<file path="src/include/mult_consts.svh">
`ifndef MULT_CONSTS_SVH
`define MULT_CONSTS_SVH

// factor and product widths.
`define MULT_OP_W 16
`define MULT_PROD_W 32

// bits per carry-select block.
`define MULT_CSA_BLK 4

// operand, row and product registers.
`define MULT_PIPE_DEPTH 3

`endif

</file>
<file path="src/source/mult_data_pkg.sv">
`include "mult_consts.svh"

package mult_data_pkg;

    typedef logic [`MULT_OP_W-1:0] operand_t;

    typedef logic [`MULT_PROD_W-1:0] product_t;

    // both factors of one multiply.
    typedef struct packed {
        operand_t a;
        operand_t b;
    } operands_t;

    // sum_row plus carry_row gives the product.
    typedef struct packed {
        product_t sum_row;
        product_t carry_row;
    } row_pair_t;

endpackage

</file>
<file path="src/source/carry_select_adder.sv">
`timescale 1ns/100ps
`include "mult_consts.svh"

module carry_select_adder (
    input  mult_data_pkg::row_pair_t rows,
    output mult_data_pkg::product_t  sum
);
    localparam int BLK  = `MULT_CSA_BLK;
    localparam int NBLK = `MULT_PROD_W / BLK;

    logic [NBLK-1:0] blk_cout; // top carry out is dropped.

    for (genvar k = 0; k < NBLK; k++) begin : g_blk
        logic [BLK-1:0] x;
        logic [BLK-1:0] y;
        logic [BLK:0]   res;

        assign x = rows.sum_row[k*BLK +: BLK];
        assign y = rows.carry_row[k*BLK +: BLK];

        if (k == 0) begin : g_first
            assign res = {1'b0, x} + {1'b0, y}; // no carry into bit 0.
        end else begin : g_sel
            logic [BLK:0] res_c0;
            logic [BLK:0] res_c1;

            // both results ready before the carry arrives.
            assign res_c0 = {1'b0, x} + {1'b0, y};
            assign res_c1 = {1'b0, x} + {1'b0, y} + (BLK+1)'(1);
            assign res    = blk_cout[k-1] ? res_c1 : res_c0;
        end

        assign sum[k*BLK +: BLK] = res[BLK-1:0];
        assign blk_cout[k]       = res[BLK];
    end

endmodule

</file>
<file path="config.mk">
export PLATFORM = sky130hd
export DESIGN_NAME = carry_select_adder
export DESIGN_NICKNAME = d
export VERILOG_FILES = /design/src/source/mult_data_pkg.sv /design/src/source/carry_select_adder.sv
export VERILOG_INCLUDE_DIRS = /design/src /design/src/include
export SDC_FILE = /design/constraint.sdc
export NUM_CORES = 1
export LEC_CHECK = 0
export ABC_AREA = 1
export BUFFER_PORTS_ARGS = -buffer_cell sky130_fd_sc_hd__buf_2
export CAP_MARGIN = 20
export CORE_ASPECT_RATIO = 2
export CORE_MARGIN = 1.5
export CORE_UTILIZATION = 53
export DETAILED_ROUTE_END_ITERATION = 10
export GPL_TIMING_DRIVEN = 0
export PLACE_DENSITY = 0.91
export SLEW_MARGIN = 20
export SYNTH_ARGS = -nofsm -noshare
export SYNTH_HDL_FRONTEND = slang
export SYNTH_SLANG_ARGS = --single-unit
export TNS_END_PERCENT = 50
</file>
<file path="constraint.sdc">
create_clock -name vclk -period 6.5
set_input_delay 0.325 -clock vclk [all_inputs]
set_output_delay 0.325 -clock vclk [all_outputs]
set_load 0.01 [all_outputs]
</file>
==> load_flow_metrics.sql, run 1 <==
INSERT INTO impl_metrics (metric_group, metric, value, unit) VALUES
('grt', 'globalRouteTotalUtil', '0.228', ''),
('floorplanning', 'design.die.area', '4040', 'sq um'),
('drt', 'antenna_left', '0', ''),
('floorplanning', 'initial_core_utilization', '0.560', ''),
('placement', 'hpwlAfterDp', '4180', 'microns'),
('finish', 'antenna_cells_inserted', '0', ''),
('synthesis', 'postSynthNetCount', '365', ''),
('drt', 'dr_total_vias', '2074', ''),
('sta', 'finalCriticalPeriod', '3.15', 'ns'),
('sta', 'max-slew-margin-rel', '0.725', ''),
('sta', 'setup-violations-final', '0', ''),
('min_path', 'hold_path.class', 'input port to output port', ''),
('sta', 'fmax', '317', 'MHz'),
('synthesis', 'synth_seq_area_share', '0', ''),
('floorplanning', 'placeableCoreArea', '3450', 'sq um'),
('job', 'count_of_max_cap_constraint_violations', '0', ''),
('clocking', 'post_cts_buffers', '0', ''),
('power_and_ir_drop', 'total_switching_power', '222', 'uW'),
('drt', 'routed_wl', '4500', 'microns'),
('synthesis', 'synth.top_cells.by_area', 'ha_1 (25%), xor2_1 (10%), nand3_1 (8.8%)', ''),
('setup_path', 'critical_path.slowest_cell', 'fa_1', ''),
('power_and_ir_drop', 'worst_ir_drop_vdd', '85.1', 'uV'),
('clocking', 'post_cts_gate_resize_count', '0', ''),
('setup_path', 'critical_path.startpoint', 'rows[4]', ''),
('sta', 'worst_slew_pin_slew', '0.410', 'ns'),
('finish', 'final_util', '0.717', ''),
('power_and_ir_drop', 'pwr-share-clk', '0', ''),
('finish', 'filler_cell_count', '293', ''),
('setup_path', 'crit_top_cell', 'nand2_4', ''),
('finish', 'final_nets', '463', ''),
('finish', 'nFlopsAndLatches', '0', ''),
('drt', 'drt-pass1-iter-count', '4', ''),
('grt', 'grt_overflow_total', '0', ''),
('placement', 'number_of_buffer_cells_added_on_primary_ports', '96', ''),
('finish', 'layout-drive-gt1-share', '0.353', ''),
('grt', 'grt_antenna_before_repair', '0', ''),
('floorplanning', 'die_width', '45.7', 'microns'),
('drt', 'dr.first_iter.drc_count', '16', ''),
('floorplanning', 'num_rows', '30', ''),
('synthesis', 'synth_most_common_cell', 'nand2_1', ''),
('sta', 'hold_viol', '0', ''),
('finish', 'area.sequential', '0', 'sq um'),
('setup_path', 'cp_data_arrival_time', '2.82', 'ns'),
('synthesis', 'synthesis.yosys.warnings', '0', ''),
('setup_path', 'critPathMaxFanout', '6', ''),
('placement', 'place_congestion', '0.844', ''),
('drt', 'vias_per_cell', '5.20', ''),
('power_and_ir_drop', 'power.density', '154', 'nW/um^2'),
('power_and_ir_drop', 'p_comb_frac', '1.000', ''),
('finish', 'synth_to_layout_area_growth', '27.9', '%'),
('setup_path', 'setup.worst_path.class', 'input port to output port', ''),
('synthesis', 'synth_area_leader_cell', 'ha_1', ''),
('sta', 'setup_repair_after_global_routing_missed_its_margin', 'false', ''),
('power_and_ir_drop', 'sw_frac_of_total', '0.584', ''),
('drt', 'route.detailed.wl_per_inst', '11.3', 'microns'),
('synthesis', 'postSynthAreaPerCell', '7.59', 'sq um'),
('drt', 'drc_errors', '0', ''),
('synthesis', 'yosysTopAreaCellShare', '0.246', ''),
('sta', 'fin_crit_sh', '0.485', ''),
('sta', 'fin_tns_setup', '0', 'ns'),
('setup_path', 'crit_path_end_kind', 'output port', ''),
('setup_path', 'cp_slowest_stage_delay', '0.52', 'ns'),
('setup_path', 'required', '6.17', 'ns'),
('grt', 'via_count_of_the_first_global_routing_pass', '2034', ''),
('grt', 'grt_max_degree', '7', ''),
('min_path', 'hold_path_startpoint', 'rows[32]', ''),
('grt', 'grt_pass1_wl', '7450', 'microns'),
('floorplanning', 'top_level_ports', '96', ''),
('finish', 'n_clock_buffer', '0', ''),
('power_and_ir_drop', 'internal_power', '159', 'uW'),
('power_and_ir_drop', 'sequential_power_share', '0', ''),
('synthesis', 'synthesis.area', '1930', 'sq um'),
('synthesis', 'synth_commonest_cells', 'nand2_1 (40), ha_1 (38), inv_1 (37)', ''),
('power_and_ir_drop', 'leakage', '0.00143', 'uW'),
('synthesis', 'postSynthCellCount', '255', ''),
('sta', 'finalMaxSlewViolations', '0', ''),
('floorplanning', 'floorplan.die.height', '88.4', 'microns'),
('synthesis', 'synth_cell_type_count', '26', ''),
('clocking', 'hold_buffers', '0', ''),
('setup_path', 'critical_path.startpoint_type', 'input port', ''),
('outcome', 'outcome', 'complete, no violations', ''),
('setup_path', 'worstPathCellList', 'buf_2 > ha_1 > fa_1 > ha_1 > nand2_4 > nor2_4 > nand2_1 > nand2_2 > nand2_4 > nand2_8 > nand2_8 > nand2_8 > nand3_2 > nand3_4 > nand2_4 > nand2_4 > nand3_1 > nand2_1 > buf_2', '');
## per-stage QoR
step	cell area [sq um]	total power, uW	setup WS [ns]	cells	hold slack (ns)
after floorplan	1930	263	3.73	255	0.790
after global placement	2470	370	3.43	399	0.942
after detailed placement	2470	381	3.34	399	0.954
after CTS	2470	383	3.33	399	0.954
after global routing	2470	425	3.11	399	0.964
final	2470	381	3.35	399	0.950
## layer usage
| metal | global-route usage | part of all wire |
|---|---|---|
| met1 | 0.186 | 0.30 |
| met2 | 0.510 | 0.64 |
| met3 | 0.0327 | 0.056 |
| met5 | 0 | 0 |
| met4 | 0.0364 | 0.0089 |
## cell usage in the layout (no fill, tap or decap), types with 2 or more instances in the layout
cell     Yosys  final
buf_2        0     96
nand2_1     40     40
ha_1        38     38
inv_1       37     37
nand3_1     34     34
xor2_1      22     22
a21oi_1     13     13
xnor2_1     12     12
nor2_1       8      8
fa_1         8      8
nand3_2      7      7
nand2_4      5      5
a31oi_1      4      4
nand3_4      4      4
nand2_8      4      4
nand2_2      3      3
a21o_1       3      3
nand4_1      2      2
o21ai_0      2      2
nor3_1       2      2
## critical path: cells and delay by family
kind | cells | cell delay [ns]
adder cells (fa/ha/maj) | 3 | 0.94
buffers and inverters | 2 | 0.23
AND/OR/NAND/NOR | 14 | 1.31
## layout make-up
cell class / count / area, sq um / area share
inverter: 37 / 139 / 0.0561
tap: 48 / 60.1 / 0.0243
timing repair buffer: 96 / 480 / 0.194
multi-input combinational: 218 / 1800 / 0.725
## power groups by stage
| stage | Sequential, uW | Combinational, uW | Clock, uW |
|---|---|---|---|
| 2_1_floorplan | 0 | 263 | 0 |
| 6_report | 0 | 381 | 0 |
| 3_5_place_dp | 0 | 381 | 0 |
| 3_3_place_gp | 0 | 370 | 0 |
| 4_1_cts | 0 | 383 | 0 |
| 5_1_grt | 0 | 425 | 0 |
## path summary, 6_finish.rpt
path	cells after the start	slack [ns]	endpoint
max	19	3.35	sum[29]
min	3	0.95	sum[0]
## logic make-up (layout without fill, tap and decap cells)
kind of cell,Yosys count,in the layout,synth area share
AO/OA/AOI/OAI,22,22,0.0634
multiplexers,1,1,0.00582
XOR/XNOR,35,35,0.162
AND/OR/NAND/NOR,114,114,0.368
adder cells (fa/ha/maj),46,46,0.329
buffers and inverters,37,133,0.0718
Power figures use the tool's default switching activity.
==> inputs of run 2 (changes only) <==
Settings changed: CORE_UTILIZATION 53 to 44, PLACE_DENSITY 0.91 to 0.8.
Clock period 6.5 ns to 2.83 ns, I/O delays scaled along.
==> run 2 against run 1 <==
  * Core utilization fell by 12 points
  * Critical path depth did not move
  * Global-route usage fell by 5.1 points
  * Routed wire length fell by 1.4%
  * First-iteration DRC count fell by 19%
  * Worst hold slack got worse by 0.37 ns
  * Flip-flop and latch count did not move
  * Setup slack got worse by 3.2 ns
  * Design area rose by 3.3%
  * Cell count rose by 3.0%
  * Sequential share of layout area did not move
  * Highest routed layer unchanged
==> load_flow_metrics.sql, run 2 (same netlist as run 1, synthesis figures left out) <==
INSERT INTO impl_metrics (metric_group, metric, value, unit) VALUES
('grt', 'globalRouteTotalUtil', '0.178', ''),
('floorplanning', 'die_width', '49.9', 'microns'),
('sta', 'setup-violations-final', '0', ''),
('setup_path', 'cp_data_arrival_time', '2.57', 'ns'),
('outcome', 'outcome', 'complete, no violations', ''),
('sta', 'fmax', '369', 'MHz'),
('placement', 'number_of_buffer_cells_added_on_primary_ports', '96', ''),
('setup_path', 'setup.worst_path.class', 'input port to output port', ''),
('floorplanning', 'placeableCoreArea', '4300', 'sq um'),
('finish', 'mostFrequentLayoutCell', 'buf_2', ''),
('setup_path', 'worstPathCellList', 'buf_2 > ha_2 > fa_1 > ha_2 > nand2_4 > nor2_4 > nand2_1 > nand2_2 > nand2_4 > nand2_8 > nand3_4 > nand2_8 > nand2_4 > nand3_4 > nand2_4 > nand2_4 > nand3_1 > nand2_1 > buf_2', ''),
('grt', 'grt_pass1_wl', '7300', 'microns'),
('power_and_ir_drop', 'total_switching_power', '515', 'uW'),
('drt', 'dr.first_iter.drc_count', '13', ''),
('setup_path', 'crit_top_cell', 'nand2_4', ''),
('floorplanning', 'design.die.area', '4830', 'sq um'),
('finish', 'final_nets', '469', ''),
('power_and_ir_drop', 'sw_frac_of_total', '0.568', ''),
('clocking', 'hold_buffers', '0', ''),
('drt', 'vias_per_cell', '5.02', ''),
('setup_path', 'critPathMaxFanout', '5', ''),
('power_and_ir_drop', 'internal_power', '391', 'uW'),
('finish', 'antenna_cells_inserted', '0', ''),
('drt', 'route.detailed.wl_per_inst', '10.8', 'microns'),
('grt', 'grt_overflow_total', '0', ''),
('finish', 'layout-drive-gt1-share', '0.389', ''),
('power_and_ir_drop', 'leakage', '0.00145', 'uW'),
('setup_path', 'required', '2.69', 'ns'),
('placement', 'hpwlAfterDp', '4030', 'microns'),
('drt', 'drt-pass1-iter-count', '4', ''),
('grt', 'grt_max_degree', '7', ''),
('placement', 'placed_cells_incl_taps', '405', ''),
('setup_path', 'critical_path.slowest_cell', 'fa_1', ''),
('min_path', 'hold_path.class', 'input port to output port', ''),
('power_and_ir_drop', 'pwr-share-clk', '0', ''),
('finish', 'final_cell_mix', 'buf_2 (96), nand2_1 (39), inv_1 (36), ha_1 (34), nand3_1 (33)', ''),
('setup_path', 'critical_path.startpoint', 'rows[4]', ''),
('power_and_ir_drop', 'totalPowerFinal', '906', 'uW'),
('sta', 'finalCriticalPeriod', '2.71', 'ns'),
('floorplanning', 'num_rows', '34', ''),
('sta', 'max-slew-margin-rel', '0.709', ''),
('sta', 'worst_slew_pin_slew', '0.435', 'ns'),
('power_and_ir_drop', 'p_comb_frac', '1.000', ''),
('sta', 'fin_tns_setup', '0', 'ns'),
('floorplanning', 'initial_core_utilization', '0.450', ''),
('finish', 'layoutNonFillerInstCount', '411', ''),
('finish', 'nFlopsAndLatches', '0', ''),
('finish', 'n_clock_buffer', '0', ''),
('floorplanning', 'floorplan.die.height', '96.8', 'microns'),
('drt', 'routed_wl', '4430', 'microns'),
('drt', 'drc_errors', '0', ''),
('floorplanning', 'top_level_ports', '96', ''),
('drt', 'antenna_left', '0', ''),
('sta', 'hold_viol', '0', ''),
('power_and_ir_drop', 'worst_ir_drop_vdd', '293', 'uV'),
('sta', 'finalMaxSlewViolations', '0', ''),
('power_and_ir_drop', 'sequential_power_share', '0', ''),
('placement', 'place_congestion', '0.820', ''),
('setup_path', 'cp_slowest_stage_delay', '0.54', 'ns'),
('min_path', 'hold_path_startpoint', 'rows[32]', ''),
('finish', 'synth_to_layout_area_growth', '32.2', '%'),
('grt', 'via_count_of_the_first_global_routing_pass', '2014', ''),
('setup_path', 'critical_path.startpoint_type', 'input port', ''),
('finish', 'area.sequential', '0', 'sq um'),
('setup_path', 'crit_path_end_kind', 'output port', ''),
('power_and_ir_drop', 'power.density', '354', 'nW/um^2'),
('sta', 'fin_crit_sh', '0.957', ''),
('job', 'count_of_max_cap_constraint_violations', '0', ''),
('grt', 'grt_antenna_before_repair', '0', ''),
('drt', 'dr_total_vias', '2064', '');
==> run 2: worst paths after layout <==
path / endpoint / cells past startpoint / slack, ns
max: sum[29] / 19 / 0.12
min: sum[0] / 3 / 0.58
==> run 2: area by class of cell <==
type / instances / area, sq um
fill: 421 / 1740
inverter: 37 / 139
multi-input combinational: 218 / 1830
tap: 54 / 67.6
timing repair buffer: 102 / 526
==> run 2: repair_timing <==
action                                  4_1_cts  5_1_grt
buffers inserted                              0        6
resized for setup                             0       10
endpoints found under the setup margin        0        7
==> run 2: critical path, delay by kind of cell <==
family,cells,cell delay [ns]
simple gates,14,1.25
fa+ha+maj,3,0.94
buf+inv,2,0.22
==> run 2: through the flow <==
stage | utilization | hold WS, ns | worst slack [ns] | instance area, sq um
finish | 0.595 | 0.580 | 0.121 | 2560
global route | 0.595 | 0.586 | -0.0217 | 2560
CTS | 0.578 | 0.582 | 0.0911 | 2480
detailed placement | 0.578 | 0.580 | 0.0824 | 2480
global placement | 0.578 | 0.577 | 0.128 | 2480
floorplan | - | 0.423 | 0.423 | 1930
==> run 2: power by group through the flow <==
stage	Sequential [uW]	Clock, uW	Combinational, uW
global route	0	0	1000
CTS	0	0	873
floorplan	0	0	604
finish	0	0	906
detailed placement	0	0	870
global placement	0	0	849
==> run 2: metal layers <==
metal	GRT usage	vias to the layer above	routed length [microns]
met1	0.146	943	1390
met3	0.0108	2	186
li1	-	1061	-
met5	0	-	0
met4	0.00641	0	15
met2	0.419	58	2840
